## config.mk

```make
export PLATFORM = sky130hd
export DESIGN_NAME = tvCore
export DESIGN_NICKNAME = d
export VERILOG_FILES = /design/src/cycPkg.sv /design/src/isaPkg.sv /design/src/tvDecode.sv /design/src/tvIntCtrl.sv /design/src/tvSequencer.sv /design/src/tvAddrUnit.sv /design/src/tvCore.sv
export SDC_FILE = /design/constraint.sdc
export NUM_CORES = 1
export LEC_CHECK = 0
export BUFFER_PORTS_ARGS = -buffer_cell sky130_fd_sc_hd__buf_2
export CAP_MARGIN = 5
export CORE_MARGIN = 5
export CORE_UTILIZATION = 50
export CTS_CLUSTER_SIZE = 28
export DETAILED_ROUTE_END_ITERATION = 7
export PLACE_DENSITY = 0.72
export SLEW_MARGIN = 20
export SYNTH_ARGS = -nofsm -noshare
export SYNTH_HDL_FRONTEND = slang
export SYNTH_SLANG_ARGS = --single-unit
```

## constraint.sdc

```tcl
create_clock -name clk -period 2 [get_ports clk]
set_input_delay 0.3 -clock clk [delete_from_list [all_inputs] [get_ports clk]]
set_output_delay 0.3 -clock clk [all_outputs]
set_load 0.1 [all_outputs]
```

## src/cycPkg.sv

```systemverilog
// Bus-cycle timing definitions
// One-hot T-state and machine-cycle encodings
// T-state counts of an opcode fetch and a memory read

`default_nettype none

package cycPkg;

  // One-hot T-states, T2 is the one that stretches on wait
  typedef enum logic [3:0] {
    T1 = 4'b0001,
    T2 = 4'b0010,
    T3 = 4'b0100,
    T4 = 4'b1000
  } tState_e;

  // One-hot machine cycles
  typedef enum logic [2:0] {
    M1 = 3'b001,  // Opcode fetch
    M2 = 3'b010,  // Operand low byte
    M3 = 3'b100   // Operand high byte
  } mCycle_e;

  localparam int FetchTStates = 4;
  localparam int ReadTStates  = 3;

endpackage

`default_nettype wire

```

## src/isaPkg.sv

```systemverilog
// Instruction-set definitions
// Opcodes kept by the decoder, interrupt vectors, refresh counter width

`default_nettype none

package isaPkg;

  typedef enum logic [7:0] {
    OpNop  = 8'h00,
    OpHalt = 8'h76,
    OpDi   = 8'hF3,
    OpEi   = 8'hFB,
    OpJp   = 8'hC3   // JP nn
  } opcode_e;

  // ------------------------------
  // Vectors
  localparam logic [15:0] NmiVector = 16'h0066;
  localparam logic [15:0] IntVector = 16'h0038;   // Interrupt mode 1

  // Low bits of R that count, bit 7 stays put
  localparam int RefreshBits = 7;

endpackage

`default_nettype wire

```

## src/tvDecode.sv

```systemverilog
// Instruction decoder for NOP, HALT, DI, EI and JP nn
// Gives the last machine cycle and the per-cycle controls

`timescale 1ns/1ps
`default_nettype none

module tvDecode
  import cycPkg::*;
  import isaPkg::*;
(
  input  opcode_e ir,
  input  mCycle_e mCycle,
  output logic    lastM,
  output logic    isJump,
  output logic    isHalt,
  output logic    setEi,
  output logic    setDi,
  output logic    loadTmpLo,
  output logic    loadTmpHi
);

  always_comb
  begin
    lastM     = (mCycle == M1);  // Single-cycle by default
    isJump    = 1'b0;
    isHalt    = 1'b0;
    setEi     = 1'b0;
    setDi     = 1'b0;
    loadTmpLo = 1'b0;
    loadTmpHi = 1'b0;
    case (ir)
      OpHalt:
        isHalt = 1'b1;
      OpDi:
        setDi = 1'b1;
      OpEi:
        setEi = 1'b1;
      OpJp:
      begin
        lastM     = (mCycle == M3);
        isJump    = 1'b1;
        loadTmpLo = (mCycle == M2);
        loadTmpHi = (mCycle == M3);
      end
      default: ;  // NOP and anything unknown
    endcase
  end

endmodule

`default_nettype wire

```

## src/tvIntCtrl.sv

```systemverilog
// Interrupt and bus-request control
// Input synchronisers and NMI falling-edge latch
// IFF1/IFF2, interrupt acceptance, halt state and bus grant

`timescale 1ns/1ps
`default_nettype none

module tvIntCtrl
(
  input  logic clk,
  input  logic reset_n,
  input  logic int_n,
  input  logic nmi_n,
  input  logic busrq_n,
  input  logic tRes,
  input  logic lastM,
  input  logic isHalt,
  input  logic setEi,
  input  logic setDi,
  input  logic fetchDone,
  output logic nmiCycle,
  output logic intCycle,
  output logic holdBus,
  output logic halted,
  output logic iff1
);

  logic busReqS;
  logic intS;
  logic nmiS;
  logic nmiOld;
  logic nmiPend;
  logic iff2;
  logic instEnd;
  logic takeNmi;
  logic takeInt;

  assign instEnd = tRes & lastM;
  assign takeNmi = instEnd & nmiPend;
  // No INT right after EI, nor on the DI that masks it
  assign takeInt = instEnd & ~nmiPend & iff1 & intS & ~setEi & ~setDi;

  // ------------------------------
  // Synchronisers
  always_ff @(posedge clk)
  begin
    if (!reset_n)
    begin
      busReqS <= 1'b0;
      intS    <= 1'b0;
      nmiS    <= 1'b1;
      nmiOld  <= 1'b1;
      nmiPend <= 1'b0;
    end
    else
    begin
      busReqS <= ~busrq_n;
      intS    <= ~int_n;
      nmiS    <= nmi_n;
      nmiOld  <= nmiS;
      if (nmiCycle && fetchDone)
        nmiPend <= 1'b0;         // Served once the replaced fetch is under way
      else if (nmiOld && !nmiS)
        nmiPend <= 1'b1;         // Falling edge
    end
  end

  // ------------------------------
  // Acceptance, IFFs, halt, grant
  always_ff @(posedge clk)
  begin
    if (!reset_n)
    begin
      nmiCycle <= 1'b0;
      intCycle <= 1'b0;
      holdBus  <= 1'b0;
      halted   <= 1'b0;
      iff1     <= 1'b0;
      iff2     <= 1'b0;
    end
    else if (holdBus)
    begin
      if (!busReqS)
        holdBus <= 1'b0;
    end
    else if (tRes)
    begin
      holdBus <= busReqS;        // Grant only between cycles
      if (lastM)
      begin
        nmiCycle <= takeNmi;
        intCycle <= takeInt;
      end
      if (lastM && isHalt)
        halted <= 1'b1;
      if (lastM && setEi)
      begin
        iff1 <= 1'b1;
        iff2 <= 1'b1;
      end
      if (lastM && setDi)
      begin
        iff1 <= 1'b0;
        iff2 <= 1'b0;
      end
      if (takeNmi)
      begin
        iff1   <= 1'b0;          // IFF2 keeps the state to restore
        halted <= 1'b0;
      end
      if (takeInt)
      begin
        iff1   <= 1'b0;
        iff2   <= 1'b0;
        halted <= 1'b0;
      end
    end
  end

  a_oneCycleKind: assert property (@(posedge clk) disable iff (!reset_n)
    !(nmiCycle && intCycle));
  a_grantAtEnd: assert property (@(posedge clk) disable iff (!reset_n)
    $rose(holdBus) |-> $past(tRes));

endmodule

`default_nettype wire

```

## src/tvSequencer.sv

```systemverilog
// T-state and machine-cycle sequencer
// One-hot T1..T4 rotation with wait stretching in T2
// Machine-cycle stepping, m1_n and rfsh_n strobes

`timescale 1ns/1ps
`default_nettype none

module tvSequencer
  import cycPkg::*;
(
  input  logic    clk,
  input  logic    reset_n,
  input  logic    wait_n,
  input  logic    lastM,       // Current cycle ends the instruction
  input  logic    holdBus,     // Bus granted, everything frozen at T1
  output tState_e tState,
  output mCycle_e mCycle,
  output logic    tRes,
  output logic    fetchDone,
  output logic    m1_n,
  output logic    rfsh_n
);

  logic lastT;
  logic stretch;
  logic m1Q;

  // Opcode fetch ends in T4, memory reads in T3
  assign lastT     = (mCycle == M1) ? tState[FetchTStates-1] : tState[ReadTStates-1];
  assign tRes      = lastT & ~holdBus;
  assign stretch   = (tState == T2) & ~wait_n;
  assign fetchDone = (mCycle == M1) & (tState == T2) & wait_n;

  // M1 stays inactive while the bus is handed out
  assign m1_n = m1Q | holdBus;

  // ------------------------------
  // State machine
  always_ff @(posedge clk)
  begin
    if (!reset_n)
    begin
      tState <= T4;              // End of an M1, first clock opens a fetch
      mCycle <= M1;
      m1Q    <= 1'b1;
      rfsh_n <= 1'b1;
    end
    else if (!holdBus)
    begin
      if (tRes)
      begin
        tState <= T1;
        rfsh_n <= 1'b1;
        if (lastM)
        begin
          mCycle <= M1;
          m1Q    <= 1'b0;        // Next fetch starts
        end
        else
        begin
          mCycle <= mCycle_e'({mCycle[1:0], mCycle[2]});
        end
      end
      else if (!stretch)
      begin
        tState <= tState_e'({tState[2:0], tState[3]});
        if (fetchDone)
        begin
          m1Q    <= 1'b1;
          rfsh_n <= 1'b0;        // Refresh for T3 and T4
        end
      end
    end
  end

  a_tStateOneHot: assert property (@(posedge clk) disable iff (!reset_n)
    $onehot(tState));

endmodule

`default_nettype wire

```

## src/tvAddrUnit.sv

```systemverilog
// Address unit
// PC, temporary address register, IR and refresh counter R
// Address bus register with fetch, operand, refresh, jump and vector sources

`timescale 1ns/1ps
`default_nettype none

module tvAddrUnit
  import cycPkg::*;
  import isaPkg::*;
#(
  parameter int AddrWidth = 16
)
(
  input  logic                 clk,
  input  logic                 reset_n,
  input  logic [7:0]           dinst,
  input  logic [7:0]           di,
  input  logic                 tRes,
  input  logic                 fetchDone,
  input  logic                 loadTmpLo,
  input  logic                 loadTmpHi,
  input  logic                 isJump,
  input  logic                 lastM,
  input  logic                 nmiCycle,
  input  logic                 intCycle,
  input  logic                 halted,
  input  tState_e              tState,
  input  mCycle_e              mCycle,
  output opcode_e              ir,
  output logic [AddrWidth-1:0] A
);

  logic [AddrWidth-1:0]   pc;
  logic [AddrWidth-1:0]   pcSeq;
  logic [AddrWidth-1:0]   nextA;
  logic [15:0]            tmpAddr;
  logic [15:0]            tmpNext;
  logic [RefreshBits-1:0] r;
  logic                   replaced;

  assign replaced = nmiCycle | intCycle;   // Fetch taken over by an interrupt
  // Operand reads step the PC here, the fetch already stepped it
  assign pcSeq = (mCycle == M1) ? pc : pc + 1'b1;

  // Operand bytes arrive in T3 of their read
  always_comb
  begin
    tmpNext = tmpAddr;
    if (tState == T3 && loadTmpLo)
      tmpNext[7:0] = di;
    if (tState == T3 && loadTmpHi)
      tmpNext[15:8] = di;
  end

  // Address of the cycle that follows this tRes
  always_comb
  begin
    nextA = pcSeq;
    if (lastM && isJump)
      nextA = tmpNext[AddrWidth-1:0];
    else if (lastM && nmiCycle)
      nextA = NmiVector[AddrWidth-1:0];
    else if (lastM && intCycle)
      nextA = IntVector[AddrWidth-1:0];
  end

  always_ff @(posedge clk)
  begin
    tmpAddr <= tmpNext;
  end

  // ------------------------------
  // PC, IR, R and address bus
  always_ff @(posedge clk)
  begin
    if (!reset_n)
    begin
      pc <= '0;
      A  <= '0;
      ir <= OpNop;
      r  <= '0;
    end
    else if (fetchDone)
    begin
      ir <= (replaced || halted) ? OpNop : opcode_e'(dinst);
      if (!(replaced || halted))
        pc <= pc + 1'b1;
      A <= AddrWidth'(r);        // {I,R} with I held at zero
      r <= r + 1'b1;
    end
    else if (tRes)
    begin
      pc <= nextA;
      A  <= nextA;
    end
  end

endmodule

`default_nettype wire

```

## src/tvCore.sv

```systemverilog
// Top level of the reduced TV80 bus-cycle core
// Decoder, interrupt control, sequencer and address unit
// Active-low status outputs

`timescale 1ns/1ps
`default_nettype none

module tvCore
  import cycPkg::*;
  import isaPkg::*;
#(
  parameter int AddrWidth = 16
)
(
  input  logic        clk,
  input  logic        reset_n,
  input  logic        wait_n,
  input  logic        int_n,
  input  logic        nmi_n,
  input  logic        busrq_n,
  input  logic [7:0]  dinst,
  input  logic [7:0]  di,
  output logic [15:0] A,
  output logic        m1_n,
  output logic        rfsh_n,
  output logic        halt_n,
  output logic        busak_n,
  output logic        intcycle_n,
  output logic        IntE
);

  opcode_e              ir;
  tState_e              tState;
  mCycle_e              mCycle;
  logic                 lastM;
  logic                 isJump;
  logic                 isHalt;
  logic                 setEi;
  logic                 setDi;
  logic                 loadTmpLo;
  logic                 loadTmpHi;
  logic                 tRes;
  logic                 fetchDone;
  logic                 nmiCycle;
  logic                 intCycle;
  logic                 holdBus;
  logic                 halted;
  logic                 iff1;
  logic [AddrWidth-1:0] aBus;

  tvDecode u_decode
  (
    .ir, .mCycle, .lastM, .isJump, .isHalt, .setEi, .setDi, .loadTmpLo, .loadTmpHi
  );

  tvIntCtrl u_intCtrl
  (
    .clk, .reset_n, .int_n, .nmi_n, .busrq_n, .tRes, .lastM, .isHalt, .setEi, .setDi,
    .fetchDone, .nmiCycle, .intCycle, .holdBus, .halted, .iff1
  );

  tvSequencer u_sequencer
  (
    .clk, .reset_n, .wait_n, .lastM, .holdBus, .tState, .mCycle, .tRes, .fetchDone,
    .m1_n, .rfsh_n
  );

  tvAddrUnit #(.AddrWidth(AddrWidth)) u_addrUnit
  (
    .clk, .reset_n, .dinst, .di, .tRes, .fetchDone, .loadTmpLo, .loadTmpHi, .isJump,
    .lastM, .nmiCycle, .intCycle, .halted, .tState, .mCycle, .ir,
    .A (aBus)
  );

  assign A          = 16'(aBus);   // Zero-extended for narrow builds
  assign halt_n     = ~halted;
  assign busak_n    = ~holdBus;
  assign intcycle_n = ~intCycle;
  assign IntE       = iff1;

endmodule

`default_nettype wire

```

Yosys cells after proc, flatten, opt, wreduce, memory -nomap -nowiden
Cells that the tools add are included.
- register bits: 82
- input port bits: 22
- output and inout bits: 22
- word-level logic and storage cells: 122
- add/subtract/negate cells: 2
- eq/ne operators: 12
- muxes and demuxes: 40
- bitwise operators: 23
- reductions and logical operators: 25
- operator list (cell ; count):
    2-to-1 mux 16 bit ; 7
    2-to-1 mux 1 bit ; 25
    == test 8 bit, second input constant ; 3
    2-to-1 mux 8 bit ; 3
    adder 16 x 1 -> 16 bit, second input constant ; 1
    2-to-1 mux 7 bit ; 2
    AND reduction 3 bit ; 4
    bitwise AND 1 bit ; 11
    logical AND 1 bit ; 10
    NOT 1 bit ; 10
    == test 8 x 7 -> 1 bit, second input constant ; 1
    2-to-1 mux 4 bit ; 2
    adder 7 x 1 -> 7 bit, second input constant ; 1
    AND reduction 2 bit ; 3
    == test 4 x 2 -> 1 bit, second input constant ; 1
    == test 4 x 3 -> 1 bit, second input constant ; 1
    != test 2 bit, second input constant ; 2
    AND reduction 4 bit ; 1
    nonzero test 4 bit ; 1
    OR reduction 2 bit ; 2
    == test 3 x 1 -> 1 bit, second input constant ; 1
    == test 3 x 2 -> 1 bit, second input constant ; 1
    == test 3 bit, second input constant ; 1
    2-to-1 mux 3 bit ; 1
    6 further kinds ; 7

Longest topological paths before layout
Gate-level depths: netlist of run 1.
- word-level depth: 11
- mapped depth: 9
- depth with buffers taken out: 7

Cells and area by module
Synthesis of run 1 repeated with hierarchy kept, for this count alone.
- cell total of the unflattened synthesis: 479
- area total of the unflattened synthesis: 4325.4 µm²
- by module, submodules not included (module ; instances ; cells an instance ; area an instance (µm²) ; seq. area each (µm²)):
    tvAddrUnit ; 1 ; 374 ; 3326.9 ; 1261.2
    tvSequencer ; 1 ; 47 ; 441.7 ; 180.2
    tvIntCtrl ; 1 ; 39 ; 401.6 ; 200.2
    tvDecode ; 1 ; 16 ; 143.9 ; 0.0
    tvCore ; 1 ; 3 ; 11.3 ; 0.0

Least setup slack after synthesis of run 1
OpenSTA, ideal clock, no wires.
- kind: register to register
- start point: register u_sequencer.mCycle[2]
- end point: register u_intCtrl.intCycle
- setup time: 70 ps
- data arrival time: 2124 ps
- data required time: 1930 ps
- slack: -194 ps
- cell stages (with the launch flop): 9
- path buffers: 2
- clock period less this slack: 2194 ps
- cell sequence: dfxtp_1 buf_2 or3b_2 buf_2 mux2i_1 nor2_1 o211ai_2 or4_1 a21oi_1
- word-level cells in the longest chain between the ends: 9
- elaborated cells between the ends (all ways): 12
- classes of those cells: eq/ne (2); mux (2); bitwise (7); reduce/logical (1)
- RTL lines (what ; RTL line ; RTL):
    start, declared ; tvSequencer.sv:17 ; output mCycle_e mCycle,
    start signal, assigned ; tvSequencer.sv:61 ; mCycle <= mCycle_e'({mCycle[1:0], mCycle[2]});
    == test 3 x 1 -> 1 bit ; tvDecode.sv:24, tvSequencer.sv:29 ;
    2-to-1 mux 1 bit ; tvSequencer.sv:29 ; assign lastT = (mCycle == M1) ? tState[FetchTStates-1] : tState[ReadTStates-1];
    bitwise AND 1 bit ; tvSequencer.sv:30 ; assign tRes = lastT & ~holdBus;
    bitwise AND 1 bit ; tvIntCtrl.sv:38 ; assign instEnd = tRes & lastM;
    bitwise AND 1 bit (5 in a row) ; tvIntCtrl.sv:41 ; assign takeInt = instEnd & ~nmiPend & iff1 & intS & ~setEi & ~setDi;
    end signal, assigned ; tvIntCtrl.sv:92 ; intCycle <= takeInt;
    end, declared ; tvIntCtrl.sv:22 ; output logic intCycle,
Parallel ways exist; a longest one is shown, timed or not.
A chain may end at the register's enable or synchronous reset.

Worst setup path in the final report of run 1
- start point: register u_addrUnit.ir[4]
- end point: register u_intCtrl.intCycle
- word-level cells in the longest chain between the ends: 8
- elaborated cells between the ends (all ways): 15
- classes of those cells: eq/ne (3); mux (3); bitwise (8); reduce/logical (1)
- RTL lines (what ; RTL line ; RTL):
    start, declared ; tvAddrUnit.sv:30 ; output opcode_e ir,
    start signal, assigned ; tvAddrUnit.sv:81 ; ir <= OpNop;
    start signal, assigned ; tvAddrUnit.sv:86 ; ir <= (replaced || halted) ? OpNop : opcode_e'(dinst);
    == test 8 bit ; tvDecode.sv:31 ; case (ir)
    2-to-1 mux 1 bit ; tvDecode.sv:31 ;
    bitwise AND 1 bit ; tvIntCtrl.sv:38 ;
    bitwise AND 1 bit (5 in a row) ; tvIntCtrl.sv:41 ;
Parallel ways exist; a longest one is shown, timed or not.

==> flow_metrics.tcl, run 1 <==
set metrics [dict create \
    status "finished, violations left" \
    violations "setup timing" \
    whs_ns 0.0797 \
    grt_pass1_wl_um 18200 \
    synthMuxAreaShare_pct 7.64 \
    syn_area_um2 4090 \
    post-route-util_pct 67.1 \
    routed_via_density 5.83 \
    r2r_cells 6 \
    worst_hold_path_type "input port to register" \
    drt-total-wl_um 11900 \
    gp_congestion 0.959 \
    syn_inst 493 \
    synth_ff_type "dfxtp_1" \
    cp-startpoint "u_addrUnit.ir[4]" \
    tritoncts "yes" \
    synth_enable_flop_cells 0 \
    drive_above_1_share_pct 37.0 \
    setup_viol 17 \
    final_hold_viol_count 0 \
    core_um2 8090 \
    power_density_nw_per_um2 610 \
    synthXorXnorAreaFrac_pct 3.85 \
    io_pins 44 \
    power.leakage_uw 0.00208 \
    cts_root_buffer "clkbuf_8" \
    critPathArrivalTime_ns 2.38 \
    fin_crit_ns 2.08 \
    power_uw 3310 \
    yosysSeqAreaShare_pct 40.1 \
    synth-simple-area-share_pct 24.9 \
    tightest_slew_ns 0.489 \
    maxCapViolCount 0 \
    ys_warn_count 0 \
    synth_area_per_cell_um2 8.30 \
    fmax_ghz 0.480 \
    drv_slew 0 \
    grt_pass1_vias 3767 \
    rsz0062_at_grt "true" \
    die_x_um 100 \
    path_class "register to register" \
    firstDrtPassIters 5 \
    grt_max_degree 35 \
    synth_top_family_by_area "simple AND/OR/NAND/NOR gates" \
    dr.first_iter.drc_count 244 \
    synth_compound_area_share_pct 19.0 \
    cts.sinks 82 \
    dieArea_um2 10100 \
    synthArstFlopShare_pct 0 \
    clock_latency_ns 0.36 \
    reg2reg_to "u_intCtrl.intCycle" \
    cp_max_fo 4 \
    clk_pin_slew_ns 0.09 \
    drc 0 \
    numPortBuffers 43 \
    routedWlPerCell_um 16.6 \
    period_share_pct 104 \
    nNetsFinal 627 \
    dpl.hpwl_um 8490 \
    synth_nets 517 \
    maxSlewHeadroom_pct 67.6 \
    cp.required_ns 2.30 \
    worstReg2RegStart "u_addrUnit.ir[4]" \
    skew_ns 0.0140 \
    irDropWorstVdd_mv 0.337 \
    antenna_left 0 \
    antenna_found_initial 0 \
    initial_core_util_pct 50.6 \
    num_antenna_cells 0 \
    area_growth_pct 32.5 \
    die_height_um 100 \
    synth_fa_ha_area_share_pct 0.611 \
    clock_path_buffers 2 \
    final_common_cell "dfxtp_1" \
    crit_path_end "u_intCtrl.intCycle" \
    synth-seq-cells 82 \
    cts_buffers 9 \
    layout_common_cells "dfxtp_1 (74), buf_4 (69), nand2_1 (59)" \
    h-tree-depth 3 \
    setup_ws_ns -0.0820 \
    ys_types 62 \
    vias 4157 \
    grt.total_usage_pct 23.0 \
    end_kind "register" \
    dpl.cell_count 685 \
    cp-start-kind "register" \
    r2r_slack_ns -0.08 \
    overflow 0 \
    finalNonFillerCells 713 \
    rows 33 \
    hold_start "int_n" \
]
## worst min path at each step
stage,endpoint,slack [ns],depth (start not counted)
5_1_grt,u_intCtrl.intS,0.06,2
2_1_floorplan,u_intCtrl.busReqS,0.37,1
4_1_cts,u_intCtrl.intS,0.06,2
3_5_place_dp,u_intCtrl.holdBus,0.43,2
6_report,u_intCtrl.intS,0.08,2
3_3_place_gp,u_intCtrl.holdBus,0.41,2
## power by group
group / switching (uW) / total (uW) / leakage (uW) / internal (uW)
Clock: 648 / 1140 / 0.0000855 / 495
Combinational: 289 / 444 / 0.00132 / 156
Sequential: 37.9 / 1720 / 0.000674 / 1690
Total: 974 / 3310 / 0.00208 / 2340
## metal layers
metal	GRT usage [%]	part of all wire (%)	vias up
li1	-	-	2006
met1	30.4	43	1981
met2	37.7	48	146
met3	4.50	7.4	24
met4	7.46	2.0	0
met5	0	0	-
## cells in the mapped netlist (all sizes together), types with 4 or more instances
cell type	count	area (um^2)
dfxtp	82	1640
nand2	63	236
a21oi	49	245
nor2	35	131
o21ai	33	176
clkbuf	20	75.1
nand3	19	95.1
mux2	18	203
nor3	18	95.1
nand4	12	75.1
mux2i	11	110
buf	9	45.0
inv	9	33.8
xnor2	9	78.8
xor2	9	78.8
o21a	7	52.6
nor4	6	52.6
o211ai	6	50.1
or3	6	42.5
and3	5	31.3
nor3b	5	42.5
o22ai	5	31.3
a31oi	4	25.0
o31ai	4	30.0
## metrics by stage
stage | cell area, um^2 | setup TNS (ns) | setup slack, ns
detailed placement | 4900 | -0.770 | -0.118
global route | 5430 | -3.09 | -0.164
floorplan | 4120 | -0.0145 | -0.0145
CTS | 5160 | -0.812 | -0.0591
global placement | 4900 | -0.466 | -0.0892
finish | 5430 | -0.673 | -0.0820
## state kept, by name (all words and copies together), names as in the netlist
name	cells
u_addrUnit.r	7
u_sequencer.tState	4
u_sequencer.m1Q	1
u_sequencer.rfsh_n	1
u_addrUnit.pc	16
u_intCtrl.halted	1
u_sequencer.mCycle	3
u_intCtrl.busReqS	1
u_intCtrl.nmiPend	1
u_intCtrl.iff1	1
u_intCtrl.nmiS	1
u_intCtrl.nmiCycle	1
u_intCtrl.intS	1
u_intCtrl.intCycle	1
u_addrUnit.tmpAddr	16
u_intCtrl.nmiOld	1
u_addrUnit.ir	8
u_intCtrl.holdBus	1
u_addrUnit.A	16
## area by class of cell
cell class                 instances  area [um^2]
clock inverter                     6         48.8
multi-input combinational        372         2500
clock buffer                      10          138
sequential                        82         1650
timing repair buffer             128          917
inverter                          10         37.5
fill                             683         2670
tap                              105          131
## timing repair
| action | CTS | global route |
|---|---|---|
| hold endpoints to repair | 0 | 0 |
| buffers inserted | 3 | 9 |
| pin swaps | 2 | 25 |
| endpoints found under the setup margin | 33 | 46 |
| hold buffers | 0 | 0 |
| gates resized for setup | 22 | 57 |
## kinds of logic after synthesis
logic type,count (synthesis)
flops,82
fa+ha+maj,2
simple gates,195
mux,29
compound gates,128
xor+xnor,18
buf+inv,39
## critical path, cell delays in order (launching register included)
cell and delay (ns):
dfxtp_2 0.35, or3_1 0.33, or4_4 0.46, nor3b_2 0.20, o211ai_2 0.13, or4_4 0.43
a21oi_2 0.12
Power figures use the tool's default switching activity.
==> run 2: changes to the inputs <==
--- a/config.mk
+++ b/config.mk
@@ -11,7 +11,7 @@
 export CORE_UTILIZATION = 50
 export CTS_CLUSTER_SIZE = 28
 export DETAILED_ROUTE_END_ITERATION = 7
-export PLACE_DENSITY = 0.72
+export PLACE_DENSITY = 0.7
 export SLEW_MARGIN = 20
 export SYNTH_ARGS = -nofsm -noshare
 export SYNTH_HDL_FRONTEND = slang
==> constraint.sdc (replaced) <==
create_clock -name clk -period 2.2 [get_ports clk]
set_input_delay 0.33 -clock clk [delete_from_list [all_inputs] [get_ports clk]]
set_output_delay 0.33 -clock clk [all_outputs]
set_load 0.1 [all_outputs]
==> run 2 against run 1 <==
Against the previous run:
- the flow still finishes with violations (setup timing)
- sequential power is 9% lower
- die area unchanged
- global-route usage is 0.59 points higher
- hold slack gained 0.029 ns
- routed wire length fell by 3.3%
- power down 12%
- clock power down 15%
- register-to-register slack better by 0.08 ns
- fmax shrank 5.6%
- sequential share of layout area up 2.1 points
- largest cell class unchanged
==> flow_metrics.tcl, run 2 (synthesized netlist as in run 1, its figures left out) <==
set metrics [dict create \
    status "finished, violations left" \
    violations "setup timing" \
    setup_ws_ns -0.00584 \
    fmax_ghz 0.453 \
    layout_common_cells "dfxtp_1 (82), nand2_1 (62), buf_4 (60)" \
    power.leakage_uw 0.00194 \
    power_density_nw_per_um2 579 \
    antenna_left 0 \
    final_common_cell "dfxtp_1" \
    rsz0062_at_grt "true" \
    critPathArrivalTime_ns 2.51 \
    cp.required_ns 2.50 \
    maxSlewHeadroom_pct 67.6 \
    routedWlPerCell_um 16.6 \
    clk_pin_slew_ns 0.08 \
    grt_max_degree 27 \
    io_pins 44 \
    rows 33 \
    cts.sinks 82 \
    firstDrtPassIters 5 \
    dieArea_um2 10100 \
    irDropWorstVdd_mv 0.346 \
    power_frac_clock_pct 33.1 \
    cp_max_fo 3 \
    period_share_pct 100 \
    area_growth_pct 23.3 \
    end_kind "register" \
    routed_via_density 5.88 \
    die_height_um 100 \
    power.share.combinational_pct 13.3 \
    core_um2 8090 \
    num_antenna_cells 0 \
    die_x_um 100 \
    worst_hold_path_type "input port to register" \
    post_dp_cell_area_um2 4810 \
    overflow 0 \
    drv_slew 0 \
    h-tree-depth 3 \
    drt-total-wl_um 11500 \
    regArea_um2 1640 \
    cts_buffers 9 \
    skew_ns 0.0118 \
    drc 0 \
    cts_root_buffer "clkbuf_8" \
    final_hold_viol_count 0 \
    initial_core_util_pct 50.6 \
    postCtsHoldBufs 0 \
    power_uw 2920 \
    p_sw_uw 816 \
    numPortBuffers 43 \
    p_int_uw 2100 \
    tritoncts "yes" \
    post-route-cell-area_um2 5050 \
    dpl.hpwl_um 8620 \
    nFillCells 740 \
    drive_above_1_share_pct 27.7 \
    clock_latency_ns 0.36 \
    vias 4054 \
    post-route-util_pct 62.4 \
    switching_share_pct 28.0 \
    path_class "register to register" \
    tightest_slew_ns 0.489 \
    grt.total_usage_pct 23.6 \
    clock_path_buffers 2 \
    maxCapViolCount 0 \
    multi_input_area_um2 2370 \
    dr.first_iter.drc_count 414 \
    setup_viol 2 \
    nNetsFinal 604 \
    antenna_found_initial 0 \
    fin_crit_ns 2.21 \
    grt_pass1_wl_um 19100 \
    reg.largest.list "u_addrUnit.A: 16 flops, u_addrUnit.pc: 16 flops, u_addrUnit.tmpAddr: 16 flops" \
    cp-start-kind "register" \
    grt_pass1_vias 3838 \
    gp_congestion 0.932 \
    p_seq_share_pct 53.6 \
]
## run 2: layout make-up
cell class                 instances  share of cell area (%)
multi-input combinational        372                    46.9
sequential                        82                    32.5
timing repair buffer             105                    14.0
clock buffer                      13                    2.95
tap                              105                    2.60
inverter                          10                   0.744
clock inverter                     3                   0.298
## run 2: per-stage QoR
step | TNS, ns | std cells | setup slack [ns] | hold WS [ns]
detailed placement | -0.129 | 672 | -0.0458 | 0.430
global placement | -0.0218 | 672 | -0.0218 | 0.411
global route | -0.509 | 690 | -0.0866 | 0.107
finish | -0.00933 | 690 | -0.00584 | 0.109
floorplan | 0 | 493 | 0.00593 | 0.397
CTS | 0 | 688 | 0.0174 | 0.108
## run 2: power groups by stage
stage          logic (uW)  registers (uW)  clock network, uW
2_1_floorplan         171            1670                  0
3_3_place_gp          377            1600                  0
3_5_place_dp          382            1600                  0
4_1_cts               383            1560                979
5_1_grt               417            1570               1040
6_report              389            1560                967
## run 2: path summary, 6_finish.rpt
path / startpoint / endpoint / slack, ns / cells after the start
min reg2reg: u_intCtrl.busReqS / u_intCtrl.holdBus / 0.44 / 2
max reg2reg: u_addrUnit.ir[3] / u_addrUnit.pc[4] / -0.006 / 7
min: busrq_n / u_intCtrl.busReqS / 0.11 / 2
max: u_addrUnit.ir[3] / u_addrUnit.pc[4] / -0.006 / 7
## run 2: routing by layer
metal	vias to the layer above	global-route usage, %	wire (um)
met4	0	8.50	249
met5	-	0	0
met2	156	35.5	5190
li1	1957	-	-
met1	1922	34.1	5210
met3	19	3.60	826
## run 2: worst max-delay path, cell delays in order, from the launching register on
cell and delay, ns:
dfxtp_1 0.32, or3_1 0.36, or4_4 0.46, nor2_1 0.29
buf_4 0.19, nand2_1 0.05, a21oi_1 0.30, o21a_1 0.19
## run 2: timing repair
item / 4_1_cts / 5_1_grt
resized for setup: 1 / 14
setup buffers: 0 / 2
pin swaps: 1 / 1
gates cloned: 0 / 0
setup endpoints to repair: 9 / 28
